--- config.mk ---
export PLATFORM = sky130hd
export DESIGN_NAME = l2_cache_top
export DESIGN_NICKNAME = d
export VERILOG_FILES = /design/src/common/l2_pkg.sv /design/src/common/l2_req_if.sv /design/src/logic/l2_arbiter.sv /design/src/lookup/l2_tag_array.sv /design/src/lookup/l2_plru.sv /design/src/logic/l2_data_array.sv /design/src/logic/l2_ctrl.sv /design/src/logic/l2_cache_top.sv
export SDC_FILE = /design/constraint.sdc
export NUM_CORES = 2
export LEC_CHECK = 0
export BUFFER_PORTS_ARGS = -buffer_cell sky130_fd_sc_hd__buf_2
export CAP_MARGIN = 10
export CORE_UTILIZATION = 30
export DETAILED_ROUTE_END_ITERATION = 7
export PLACE_DENSITY = 0.46
export SYNTH_ARGS = -nofsm -noshare
export SYNTH_HDL_FRONTEND = slang
export SYNTH_SLANG_ARGS = --single-unit
--- constraint.sdc ---
create_clock -name clk -period 14.78 [get_ports clk]
set_clock_uncertainty 0.2 [all_clocks]
set_input_delay 1.478 -clock clk [delete_from_list [all_inputs] [get_ports clk]]
set_output_delay 1.478 -clock clk [all_outputs]
set_load 0.05 [all_outputs]
--- src/common/l2_pkg.sv ---
`default_nettype none

package l2_pkg;

    // cache geometry
    localparam int l2_ways        = 4;
    localparam int l2_sets        = 4;
    localparam int l2_line_words  = 4;
    localparam int l2_line_bits   = 128;
    localparam int l2_offset_bits = 2;
    localparam int l2_index_bits  = 2;
    localparam int l2_tag_bits    = 26;

    // derived address fields, byte offset sits below the word offset
    localparam int l2_way_bits  = $clog2(l2_ways);
    localparam int l2_index_lsb = l2_offset_bits + 2;
    localparam int l2_tag_lsb   = l2_index_lsb + l2_index_bits;

    // who the held request came from
    typedef enum logic [1:0] {
        src_none  = 2'd0,
        src_ic_rd = 2'd1,
        src_dc_rd = 2'd2,
        src_dc_wr = 2'd3
    } l2_src_e;

    typedef enum logic [2:0] {
        st_idle        = 3'd0,
        st_lookup      = 3'd1,
        st_writeback   = 3'd2,
        st_refill_req  = 3'd3,
        st_refill_wait = 3'd4,
        st_respond     = 3'd5
    } l2_state_e;

endpackage

`default_nettype wire

--- src/common/l2_req_if.sv ---
`timescale 1ns/1ps
`default_nettype none

interface l2_req_if
    import l2_pkg::*;
();
    logic        valid;
    l2_src_e     src;
    logic [31:0] addr;
    logic [31:0] wdata;
    logic [3:0]  wstrb;
    // completion pulse from the control stage
    logic        done;

    modport producer (
        output valid, src, addr, wdata, wstrb,
        input  done
    );

    modport consumer (
        input  valid, src, addr, wdata, wstrb,
        output done
    );

endinterface

`default_nettype wire

--- src/logic/l2_arbiter.sv ---
`timescale 1ns/1ps
`default_nettype none

module l2_arbiter
    import l2_pkg::*;
(
    input  wire          clk,
    input  wire          rstn,
    input  wire          ic_req,
    input  wire  [31:0]  ic_addr,
    input  wire          dc_req,
    input  wire          dc_wr,
    input  wire  [31:0]  dc_addr,
    input  wire  [31:0]  dc_wdata,
    input  wire  [3:0]   dc_wstrb,
    output logic         ic_addr_ok,
    output logic         dc_addr_ok,
    l2_req_if.producer   req
);
    logic accept;

    // data side wins, nothing is taken while a request is held
    assign dc_addr_ok = dc_req && !req.valid;
    assign ic_addr_ok = ic_req && !dc_req && !req.valid;
    assign accept     = dc_addr_ok || ic_addr_ok;

    always_ff @(posedge clk) begin
        if (!rstn) begin
            req.valid <= 1'b0;
            req.src   <= src_none;
        end else if (accept) begin
            req.valid <= 1'b1;
            if (dc_req)
                req.src <= dc_wr ? src_dc_wr : src_dc_rd;
            else
                req.src <= src_ic_rd;
        end else if (req.done) begin
            req.valid <= 1'b0;
            req.src   <= src_none;
        end
    end

    // request fields
    always_ff @(posedge clk) begin
        if (accept) begin
            req.addr  <= dc_req ? dc_addr : ic_addr;
            req.wdata <= dc_wdata;
            req.wstrb <= dc_req ? dc_wstrb : 4'b0000;
        end
    end

    // held request stays put until done
    assert property (@(posedge clk) disable iff (!rstn)
        (req.valid && !req.done) |=> (req.valid && $stable(req.addr)));

endmodule

`default_nettype wire

--- src/lookup/l2_tag_array.sv ---
`timescale 1ns/1ps
`default_nettype none

module l2_tag_array
    import l2_pkg::*;
(
    input  wire                       clk,
    input  wire                       rstn,
    input  wire  [l2_index_bits-1:0]  index,
    input  wire  [l2_tag_bits-1:0]    tag,
    input  wire  [l2_ways-1:0]        fill_we,
    input  wire  [l2_tag_bits-1:0]    fill_tag,
    input  wire  [l2_ways-1:0]        dirty_set,
    input  wire  [l2_ways-1:0]        dirty_clr,
    input  wire  [l2_way_bits-1:0]    victim_way,
    output logic [l2_ways-1:0]        hit,
    output logic [l2_ways-1:0]        set_valid,
    output logic                      victim_valid,
    output logic                      victim_dirty,
    output logic [l2_tag_bits-1:0]    victim_tag
);
    logic [l2_tag_bits-1:0] tags  [l2_sets][l2_ways];
    logic [l2_ways-1:0]     valid [l2_sets];
    logic [l2_ways-1:0]     dirty [l2_sets];

    // compare against every way of the set
    always_comb begin
        for (int w = 0; w < l2_ways; w++) begin
            hit[w] = valid[index][w] && (tags[index][w] == tag);
        end
    end

    assign set_valid    = valid[index];
    assign victim_valid = valid[index][victim_way];
    assign victim_dirty = dirty[index][victim_way];
    assign victim_tag   = tags[index][victim_way];

    always_ff @(posedge clk) begin
        for (int w = 0; w < l2_ways; w++) begin
            if (fill_we[w])
                tags[index][w] <= fill_tag;
        end
    end

    always_ff @(posedge clk) begin
        if (!rstn) begin
            for (int s = 0; s < l2_sets; s++) begin
                valid[s] <= '0;
                dirty[s] <= '0;
            end
        end else begin
            valid[index] <= valid[index] | fill_we;
            // set wins, a refill for a write leaves the line dirty
            dirty[index] <= (dirty[index] & ~dirty_clr) | dirty_set;
        end
    end

    assert property (@(posedge clk) disable iff (!rstn) $onehot0(hit));

endmodule

`default_nettype wire

--- src/lookup/l2_plru.sv ---
`timescale 1ns/1ps
`default_nettype none

module l2_plru
    import l2_pkg::*;
(
    input  wire                       clk,
    input  wire                       rstn,
    input  wire  [l2_index_bits-1:0]  index,
    input  wire  [l2_ways-1:0]        set_valid,
    input  wire                       touch,
    input  wire  [l2_way_bits-1:0]    touch_way,
    output logic [l2_way_bits-1:0]    victim_way
);
    // bit 0 is the root, bit 1 picks in ways 0/1, bit 2 in ways 2/3
    logic [2:0] tree [l2_sets];
    logic [2:0] cur;

    assign cur = tree[index];

    always_comb begin
        victim_way = cur[0] ? {1'b1, cur[2]} : {1'b0, cur[1]};
        // lowest invalid way overrides the tree
        for (int w = l2_ways - 1; w >= 0; w--) begin
            if (!set_valid[w])
                victim_way = l2_way_bits'(w);
        end
    end

    always_ff @(posedge clk) begin
        if (!rstn) begin
            for (int s = 0; s < l2_sets; s++) begin
                tree[s] <= 3'b000;
            end
        end else if (touch) begin
            // point away from the way just used
            tree[index][0] <= ~touch_way[1];
            if (touch_way[1])
                tree[index][2] <= ~touch_way[0];
            else
                tree[index][1] <= ~touch_way[0];
        end
    end

endmodule

`default_nettype wire

--- src/logic/l2_data_array.sv ---
`timescale 1ns/1ps
`default_nettype none

module l2_data_array
    import l2_pkg::*;
(
    input  wire                        clk,
    input  wire  [l2_index_bits-1:0]   index,
    input  wire  [l2_way_bits-1:0]     way,
    input  wire                        line_we,
    input  wire  [l2_line_bits-1:0]    line_in,
    input  wire                        word_we,
    input  wire  [l2_offset_bits-1:0]  word_offset,
    input  wire  [31:0]                word_in,
    input  wire  [3:0]                 wstrb,
    output logic [l2_line_bits-1:0]    line_out
);
    localparam int word_bits = l2_line_bits / l2_line_words;

    logic [l2_line_bits-1:0] lines [l2_sets][l2_ways];
    logic [l2_line_bits-1:0] wr_line;

    assign line_out = lines[index][way];

    // refill line first, then the strobed word laid over it
    always_comb begin
        wr_line = line_we ? line_in : lines[index][way];
        if (word_we) begin
            for (int b = 0; b < 4; b++) begin
                if (wstrb[b])
                    wr_line[word_offset * word_bits + b * 8 +: 8] = word_in[b * 8 +: 8];
            end
        end
    end

    always_ff @(posedge clk) begin
        if (line_we || word_we)
            lines[index][way] <= wr_line;
    end

endmodule

`default_nettype wire

--- src/logic/l2_ctrl.sv ---
`timescale 1ns/1ps
`default_nettype none

module l2_ctrl
    import l2_pkg::*;
(
    input  wire                       clk,
    input  wire                       rstn,
    l2_req_if.consumer                req,
    input  wire  [l2_ways-1:0]        hit,
    input  wire                       victim_valid,
    input  wire                       victim_dirty,
    input  wire  [l2_tag_bits-1:0]    victim_tag,
    input  wire  [l2_way_bits-1:0]    victim_way,
    input  wire  [l2_line_bits-1:0]   line_out,
    output logic [l2_index_bits-1:0]  index,
    output logic [l2_way_bits-1:0]    way,
    output logic [l2_ways-1:0]        fill_we,
    output logic [l2_tag_bits-1:0]    fill_tag,
    output logic [l2_ways-1:0]        dirty_set,
    output logic [l2_ways-1:0]        dirty_clr,
    output logic                      touch,
    output logic [l2_way_bits-1:0]    touch_way,
    output logic                      line_we,
    output logic [l2_line_bits-1:0]   line_in,
    output logic                      word_we,
    output logic                      ic_data_ok,
    output logic                      dc_data_ok,
    output logic [l2_line_bits-1:0]   ic_rdata,
    output logic [l2_line_bits-1:0]   dc_rdata,
    output logic                      mem_req_r,
    output logic [31:0]               mem_addr_r,
    input  wire                       mem_addr_ok_r,
    input  wire                       mem_data_ok,
    input  wire  [l2_line_bits-1:0]   mem_rdata,
    output logic                      mem_req_w,
    output logic [31:0]               mem_addr_w,
    input  wire                       mem_addr_ok_w,
    output logic [l2_line_bits-1:0]   mem_wdata
);
    l2_state_e              state;
    l2_state_e              cur_state;
    l2_state_e              next_state;
    logic [l2_way_bits-1:0] way_q;
    logic [l2_way_bits-1:0] hit_way;
    logic [l2_ways-1:0]     way_oh;
    logic                   is_write;
    logic                   is_ic;
    logic                   lookup_hit;
    logic                   refill;

    // a fresh request is looked up in its first valid cycle
    assign cur_state  = (state == st_idle && req.valid) ? st_lookup : state;
    assign is_write   = (req.src == src_dc_wr);
    assign is_ic      = (req.src == src_ic_rd);
    assign lookup_hit = (cur_state == st_lookup) && (hit != '0);
    assign refill     = (cur_state == st_refill_wait) && mem_data_ok;

    always_comb begin
        hit_way = '0;
        for (int w = 0; w < l2_ways; w++) begin
            if (hit[w])
                hit_way = l2_way_bits'(w);
        end
    end

    always_comb begin
        next_state = cur_state;
        case (cur_state)
            st_lookup: begin
                if (hit != '0)
                    next_state = st_respond;
                else if (victim_valid && victim_dirty)
                    next_state = st_writeback;
                else
                    next_state = st_refill_req;
            end
            st_writeback: begin
                if (mem_addr_ok_w)
                    next_state = st_refill_req;
            end
            st_refill_req: begin
                if (mem_addr_ok_r)
                    next_state = st_refill_wait;
            end
            st_refill_wait: begin
                if (mem_data_ok)
                    next_state = st_respond;
            end
            default: next_state = st_idle;
        endcase
    end

    always_ff @(posedge clk) begin
        if (!rstn)
            state <= st_idle;
        else
            state <= next_state;
    end

    // way used for the rest of the request
    always_ff @(posedge clk) begin
        if (cur_state == st_lookup)
            way_q <= (hit != '0) ? hit_way : victim_way;
    end

    assign way    = (cur_state == st_lookup) ? hit_way : way_q;
    assign way_oh = l2_ways'(1) << way_q;
    assign index  = req.addr[l2_tag_lsb-1:l2_index_lsb];

    // array updates
    assign fill_we   = refill ? way_oh : '0;
    assign fill_tag  = req.addr[31:l2_tag_lsb];
    assign dirty_set = (lookup_hit && is_write) ? hit :
                       (refill && is_write) ? way_oh : '0;
    assign dirty_clr = (refill && !is_write) ? way_oh : '0;
    assign touch     = lookup_hit || refill;
    assign touch_way = way;
    assign line_we   = refill;
    assign line_in   = mem_rdata;
    assign word_we   = is_write && (lookup_hit || refill);

    // response
    assign req.done   = (cur_state == st_respond);
    assign ic_data_ok = req.done && is_ic;
    assign dc_data_ok = req.done && !is_ic;
    assign ic_rdata   = is_ic ? line_out : '0;
    assign dc_rdata   = is_ic ? '0 : line_out;

    // memory side, both addresses line aligned
    assign mem_req_w  = (cur_state == st_writeback);
    assign mem_addr_w = {victim_tag, index, {l2_index_lsb{1'b0}}};
    assign mem_wdata  = line_out;
    assign mem_req_r  = (cur_state == st_refill_req);
    assign mem_addr_r = {req.addr[31:l2_index_lsb], {l2_index_lsb{1'b0}}};

    // write-back held with a steady address until the bridge takes it
    assert property (@(posedge clk) disable iff (!rstn)
        (mem_req_w && !mem_addr_ok_w) |=> (mem_req_w && $stable(mem_addr_w)));

    assert property (@(posedge clk) disable iff (!rstn)
        (ic_data_ok || dc_data_ok) |-> req.valid);

endmodule

`default_nettype wire

--- src/logic/l2_cache_top.sv ---
`timescale 1ns/1ps
`default_nettype none

module l2_cache_top
    import l2_pkg::*;
(
    input  wire                      clk,
    input  wire                      rstn,
    // instruction cache
    input  wire                      ic_req,
    input  wire [31:0]               ic_addr,
    output wire                      ic_addr_ok,
    output wire                      ic_data_ok,
    output wire [l2_line_bits-1:0]   ic_rdata,
    // data cache
    input  wire                      dc_req,
    input  wire                      dc_wr,
    input  wire [31:0]               dc_addr,
    input  wire [31:0]               dc_wdata,
    input  wire [3:0]                dc_wstrb,
    output wire                      dc_addr_ok,
    output wire                      dc_data_ok,
    output wire [l2_line_bits-1:0]   dc_rdata,
    // memory bridge
    output wire                      mem_req_r,
    output wire [31:0]               mem_addr_r,
    input  wire                      mem_addr_ok_r,
    input  wire                      mem_data_ok,
    input  wire [l2_line_bits-1:0]   mem_rdata,
    output wire                      mem_req_w,
    output wire [31:0]               mem_addr_w,
    output wire [l2_line_bits-1:0]   mem_wdata,
    input  wire                      mem_addr_ok_w
);
    l2_req_if req_bus ();

    wire [l2_ways-1:0]       hit;
    wire [l2_ways-1:0]       set_valid;
    wire                     victim_valid;
    wire                     victim_dirty;
    wire [l2_tag_bits-1:0]   victim_tag;
    wire [l2_way_bits-1:0]   victim_way;
    wire [l2_line_bits-1:0]  line_out;
    wire [l2_index_bits-1:0] index;
    wire [l2_way_bits-1:0]   way;
    wire [l2_ways-1:0]       fill_we;
    wire [l2_tag_bits-1:0]   fill_tag;
    wire [l2_ways-1:0]       dirty_set;
    wire [l2_ways-1:0]       dirty_clr;
    wire                     touch;
    wire [l2_way_bits-1:0]   touch_way;
    wire                     line_we;
    wire [l2_line_bits-1:0]  line_in;
    wire                     word_we;

    l2_arbiter u_arbiter (
        .clk        (clk),
        .rstn       (rstn),
        .ic_req     (ic_req),
        .ic_addr    (ic_addr),
        .dc_req     (dc_req),
        .dc_wr      (dc_wr),
        .dc_addr    (dc_addr),
        .dc_wdata   (dc_wdata),
        .dc_wstrb   (dc_wstrb),
        .ic_addr_ok (ic_addr_ok),
        .dc_addr_ok (dc_addr_ok),
        .req        (req_bus.producer)
    );

    l2_tag_array u_tag_array (
        .clk          (clk),
        .rstn         (rstn),
        .index        (index),
        .tag          (req_bus.addr[31:l2_tag_lsb]),
        .fill_we      (fill_we),
        .fill_tag     (fill_tag),
        .dirty_set    (dirty_set),
        .dirty_clr    (dirty_clr),
        .victim_way   (victim_way),
        .hit          (hit),
        .set_valid    (set_valid),
        .victim_valid (victim_valid),
        .victim_dirty (victim_dirty),
        .victim_tag   (victim_tag)
    );

    l2_plru u_plru (
        .clk        (clk),
        .rstn       (rstn),
        .index      (index),
        .set_valid  (set_valid),
        .touch      (touch),
        .touch_way  (touch_way),
        .victim_way (victim_way)
    );

    l2_data_array u_data_array (
        .clk         (clk),
        .index       (index),
        .way         (way),
        .line_we     (line_we),
        .line_in     (line_in),
        .word_we     (word_we),
        .word_offset (req_bus.addr[l2_index_lsb-1:2]),
        .word_in     (req_bus.wdata),
        .wstrb       (req_bus.wstrb),
        .line_out    (line_out)
    );

    l2_ctrl u_ctrl (
        .clk           (clk),
        .rstn          (rstn),
        .req           (req_bus.consumer),
        .hit           (hit),
        .victim_valid  (victim_valid),
        .victim_dirty  (victim_dirty),
        .victim_tag    (victim_tag),
        .victim_way    (victim_way),
        .line_out      (line_out),
        .index         (index),
        .way           (way),
        .fill_we       (fill_we),
        .fill_tag      (fill_tag),
        .dirty_set     (dirty_set),
        .dirty_clr     (dirty_clr),
        .touch         (touch),
        .touch_way     (touch_way),
        .line_we       (line_we),
        .line_in       (line_in),
        .word_we       (word_we),
        .ic_data_ok    (ic_data_ok),
        .dc_data_ok    (dc_data_ok),
        .ic_rdata      (ic_rdata),
        .dc_rdata      (dc_rdata),
        .mem_req_r     (mem_req_r),
        .mem_addr_r    (mem_addr_r),
        .mem_addr_ok_r (mem_addr_ok_r),
        .mem_data_ok   (mem_data_ok),
        .mem_rdata     (mem_rdata),
        .mem_req_w     (mem_req_w),
        .mem_addr_w    (mem_addr_w),
        .mem_addr_ok_w (mem_addr_ok_w),
        .mem_wdata     (mem_wdata)
    );

endmodule

`default_nettype wire

Yosys cells after proc, flatten, opt, wreduce, memory -nomap -nowiden
Memories as Yosys holds them, arrays and structs flattened. A register that Yosys moved wholly into a read port is not among the register bits.
Index checks and enable logic that the tools add are counted.
- divide/modulo/power cells: 0
- mux-type cells: 92
- reduce and logical (&&, ||, !) cells: 31
- shifts and indexed selects: 9
- $add $sub $neg: 7
- bitwise operators: 8
- magnitude comparators: 4
- $mul: 0
- equal/unequal tests: 11
- operators by type and width (kind ; number):
    $mux W128 ; 14
    $bwmux W128 ; 4
    $mux W512 ; 1
    $shift A8 B34 Y128 const A ; 4
    $shiftx A8 B34 Y128 ; 4
    $bmux W128 S2 ; 1
    $demux W128 S2 ; 1
    $eq A26 B26 Y1 ; 4
    $neg A32 Y34 ; 3
    $bmux W26 S2 ; 1
    $mux W26 ; 2
    $mux W2 ; 20
    $neg A7 Y34 ; 1
    $mux W32 ; 1
    $mux W1 ; 31
    $mux W4 ; 6
    $mux W3 ; 7
    $logic_and A1 B1 Y1 ; 18
    $add A7 B5 Y8 const B ; 2
    $pmux W3 S4 ; 1
    $add A7 B4 Y8 const B ; 1
    $or A4 B4 Y4 ; 2
    $reduce_or A4 Y1 ; 2
    $eq A3 B2 Y1 const B ; 2
    other kinds (19) ; 29
- memories kept: 5
- RAM bits: 2508
- bits in read-only memories: 0
- register bits: 76
- word-level logic and storage cells: 174
- output and inout port bits: 454
- latch bits: 0
- input port bits: 236
- memories (name ; depth ; bits a word ; rd ports ; clocked after Yosys merged registers in ; wr ports ; RTL line ; source):
    u_data_array.lines ; 4 ; 512 ; 1 ; 1 ; 1 ; l2_data_array.sv:20 ; logic [l2_line_bits-1:0] lines [l2_sets][l2_ways];
    u_tag_array.tags ; 4 ; 104 ; 1 ; 1 ; 1 ; l2_tag_array.sv:22 ; logic [l2_tag_bits-1:0] tags [l2_sets][l2_ways];
    u_tag_array.dirty ; 4 ; 4 ; 1 ; 1 ; 4 ; l2_tag_array.sv:24 ; logic [l2_ways-1:0] dirty [l2_sets];
    u_tag_array.valid ; 4 ; 4 ; 1 ; 1 ; 4 ; l2_tag_array.sv:23 ; logic [l2_ways-1:0] valid [l2_sets];
    u_plru.tree ; 4 ; 3 ; 1 ; 1 ; 4 ; l2_plru.sv:16 ; logic [2:0] tree [l2_sets];

Depth between registers and ports, before layout
- depth in word-level cells: 23
- depth in mapped cells: 19

Cells and area by module
A second synthesis with hierarchy kept.
- cells, all modules: 5996
- area total of the unflattened synthesis: 109600.1 sq um
- by module, submodules not included (module ; area an instance (sq um) ; cells each ; times used ; seq. area each (sq um)):
    l2_data_array ; 82302.7 ; 4115 ; 1 ; 61499.0
    l2_tag_array ; 19109.6 ; 983 ; 1 ; 13452.9
    l2_ctrl ; 4906.0 ; 713 ; 1 ; 120.1
    l2_arbiter ; 2607.5 ; 121 ; 1 ; 2102.0
    l2_plru ; 674.4 ; 64 ; 1 ; 360.3

Worst setup path after synthesis
Ideal clock, no wire load.
- path type: register to register
- start point: reg (tool-made name)
- end point: mem u_data_array.lines[0][128] in the netlist's numbering, enable pin
- period minus slack after synthesis: 12.461 ns
- cell stages (with the launch flop): 15
- arrival time: 11.489 ns
- setup time: 0.771 ns
- slack: 2.319 ns
- data required time: 13.809 ns
- cells stage by stage: dfxtp_1 -> buf_6 -> buf_6 -> buf_6 -> buf_6 -> buf_6 -> buf_4 -> mux4_2 -> xnor2_1 -> nand4_1 -> nor4_1 -> nand2_1 -> o2111ai_4 -> a31oi_1 -> nor3_1
- RTL lines (item ; RTL line):
    to (decl) ; l2_data_array.sv:20

==> flow_summary_export.csv <==
group,metric,value,unit
synth,synth_warnings,0,
clocking,cts_resized,0,
synth,netlist_area,106000,um^2
synth,synth.largest_area_cell,"edfxtp_1",
global_route,grt_overflow_total,0,
power_and_ir_drop,pwr_density_cell,161,nW/um^2
clocking,cts_tree,"yes",
outcome,status,"complete, no violations",
clocking,clk_pin_slew,0.05,ns
route,wl_per_cell,29.6,um
synth,synth-main-ff-cell,"edfxtp_1",
layout,regArea,77500,um^2
critical_path,cp-start-kind,"register",
layout,final_cell_mix,"2576 x edfxtp_1, 676 x buf_2, 649 x nand2_1",
synth,syn_avg_cell_area,18.1,um^2
timing,worst_slew_pin_slew,1.39,ns
layout,multi_input_area,26300,um^2
route,drt_first_pass_iters,6,
placement,hpwl,199,mm
route,wl,343,mm
min_path,holdPathStages,2,
timing,finalCriticalPeriod,10.06,ns
clocking,h-tree-depth,5,
power_and_ir_drop,power.net_switching,6.28,mW
critical_path,reg2reg_depth,13,
placement,place_congestion,0.759,
route,drc,0,
route,drt_iter0_drc,5412,
timing,hold_violations,0,
global_route,grt_usage,18.7,%
clocking,cts_setup_buffers,0,
timing,fin_crit_sh,68.1,%
power_and_ir_drop,clockPowerShare,35.0,%
power_and_ir_drop,p_sw_share,31.4,%
die,die-area,356000,um^2
run,max_cap_violations,0,
critical_path,critPathKind,"reg -> out",
timing,fin_setup_tns,0,ns
die,initial_core_util,30.1,%
critical_path,required,13.10,ns
timing,final-max-slew-violation-count,0,
route,dr_total_vias,58700,
synth,synth_top_area_share,72.9,%
power_and_ir_drop,p_total,20.0,mW
critical_path,cp_max_fo,121,
min_path,min-delay-start,"u_arbiter.req.src[1]",
placement,portBuffers,677,
timing,rsz0062_at_grt,"no",
timing,finalSetupViolCount,0,
route,avgViaCountPerCell,5.07,
critical_path,end_kind,"output port",
synth,async_flop_share,0,%
route,postRouteAntennaNets,0,
clocking,cts_root_buffer,"clkbuf_16",
synth,synthTopCellsByArea,"edfxtp_1 73%, mux4_2 13%, nand2_1 2.3%, mux2_2 1.9%, nor2_1 1.3%",
critical_path,r2r_setup_slack,6.38,ns
layout,syn2layout_area_growth,17.2,%
global_route,grt_pass1_wl,472,mm
power_and_ir_drop,internal-power,13.7,mW
clocking,cts_buffer_depth,4,
power_and_ir_drop,p_seq_share,43.8,%
die,coreArea,352000,um^2
critical_path,r2r-end,"u_data_array.lines[3][292]",
layout,final_common_cell,"edfxtp_1",
synth,syn-instance-count,5850,
clocking,cts_buffers,296,
min_path,holdCritPathClass,"reg -> reg",
clocking,clk_latency,0.91,ns
synth,synth_edf_count,2576,
die,rows,218,
power_and_ir_drop,peakVddDrop,0.114,mV
synth,synth_seq_cells,2584,
die,io_pins,690,
power_and_ir_drop,combPwrFrac,21.2,%
timing,fmax,99.4,MHz
die,die_x,597,um
die,dieHeight,597,um
critical_path,timing.critical_path.arrival,8.39,ns
timing,slew_headroom,6.78,%
synth,seq_area_frac_synth,73.0,%
min_path,hold_path_end,"u_arbiter.req.src[1]",
synth,ys_types,73,
clocking,cts_sinks,2584,
layout,fill_cells,33500,
global_route,grt_pass1_vias,59300,
global_route,antenna_found_initial,27,
layout,drive_above_1_share,30.9,%
power_and_ir_drop,p_leak,40.6,nW
layout,nets,6850,
clocking,cts_hold_buf,0,
global_route,grt_max_degree,153,
## cell usage after synthesis (10+ instances only)
cell         n
mux2i_1     82
clkbuf_1   219
a22oi_1     10
xnor2_1     73
nor3_1      11
nand3_1     59
buf_1       10
and2_1      16
buf_6       17
a32o_1     128
nor2b_1     13
a211oi_1    11
nand2_1    649
mux2_2     177
nand4_1     24
mux4_2     604
buf_4       71
o211ai_1    17
edfxtp_1  2576
nor2_1     357
o21ai_1    121
inv_1      153
or2_2       12
a21oi_1    177
buf_2       78
o21ai_0     29
xor2_1      10
## worst max-delay path by stage
stage	startpoint	endpoint
floorplan	register	u_data_array.lines[0][128]
global placement	register	ic_rdata[17]
detailed placement	register	ic_rdata[17]
CTS	register	ic_rdata[17]
global route	register	ic_rdata[17]
finish	register	ic_rdata[17]
## per-layer routing
metal	GRT usage (%)	routed length, um
met4	4.93	8820
met5	0	49
met1	25.5	148000
met2	31.6	168000
met3	2.35	17600
## sequential cells by signal, indices dropped and copies added (netlist names), named ones only
signal / count
u_arbiter.req.wstrb: 4
u_arbiter.req.wdata: 32
u_tag_array.valid: 16
u_tag_array.dirty: 16
u_ctrl.state: 3
u_data_array.lines: 2048
u_arbiter.req.src: 2
u_plru.tree: 12
u_arbiter.req.addr: 30
u_tag_array.tags: 416
u_arbiter.req.valid: 1
u_ctrl.way_q: 2
## worst max-delay path, cell delays in order (launching register included)
cell     delay (ns)
dfxtp_4        0.75
buf_4          0.73
buf_4          0.89
mux4_2         0.65
xnor2_1        0.26
nand4_1        0.11
or4_1          0.72
nand2_1        0.24
o21a_4         0.68
buf_12         0.55
nand2_1        0.13
a32o_1         0.43
nor2_1         0.58
buf_2          0.39
## metrics by stage
step	area (um^2)	util (%)	hold WS (ns)	std cells	setup WS, ns
floorplan	106000	-	0.307	5857	2.32
finish	124000	35.3	0.400	11600	4.72
detailed placement	115000	32.6	0.390	11000	5.46
CTS	124000	35.2	0.400	11500	4.51
global route	124000	35.3	0.438	11600	4.24
global placement	115000	32.6	0.385	11000	5.45
## logic make-up (layout without fill, tap and decap cells)
family,after synthesis,count (layout),share of synthesized area [%]
AOI/OAI and AO/OA,552,552,3.52
xor gates and xnor gates,83,83,0.685
adders and majority gates,5,5,0.0589
buffers and inverters,552,1527,2.45
DFF,2584,2584,73.0
muxes,865,865,15.5
other,1,13,0.00353
and+or+nand+nor,1208,1208,4.75
## cell type report
type	instances	area share (%)
repair buffers	852	3.93
inverters	154	0.465
clock buffers	371	6.27
diodes	5	0.0101
well taps	4730	4.76
clock inverters	150	1.08
flip-flops and latches	2584	62.3
multi-input cells	2721	21.2
## power groups by stage
stage                     registers (mW)  logic (mW)  clock network, mW
after global placement              8.92        4.20                  0
after floorplan                     8.86        2.91                  0
after CTS                           8.77        4.27               7.16
after detailed placement            8.92        4.26                  0
final                               8.77        4.25               7.00
after global routing                8.77        4.49               7.42
No activity file was read; power rests on OpenSTA's default activity.
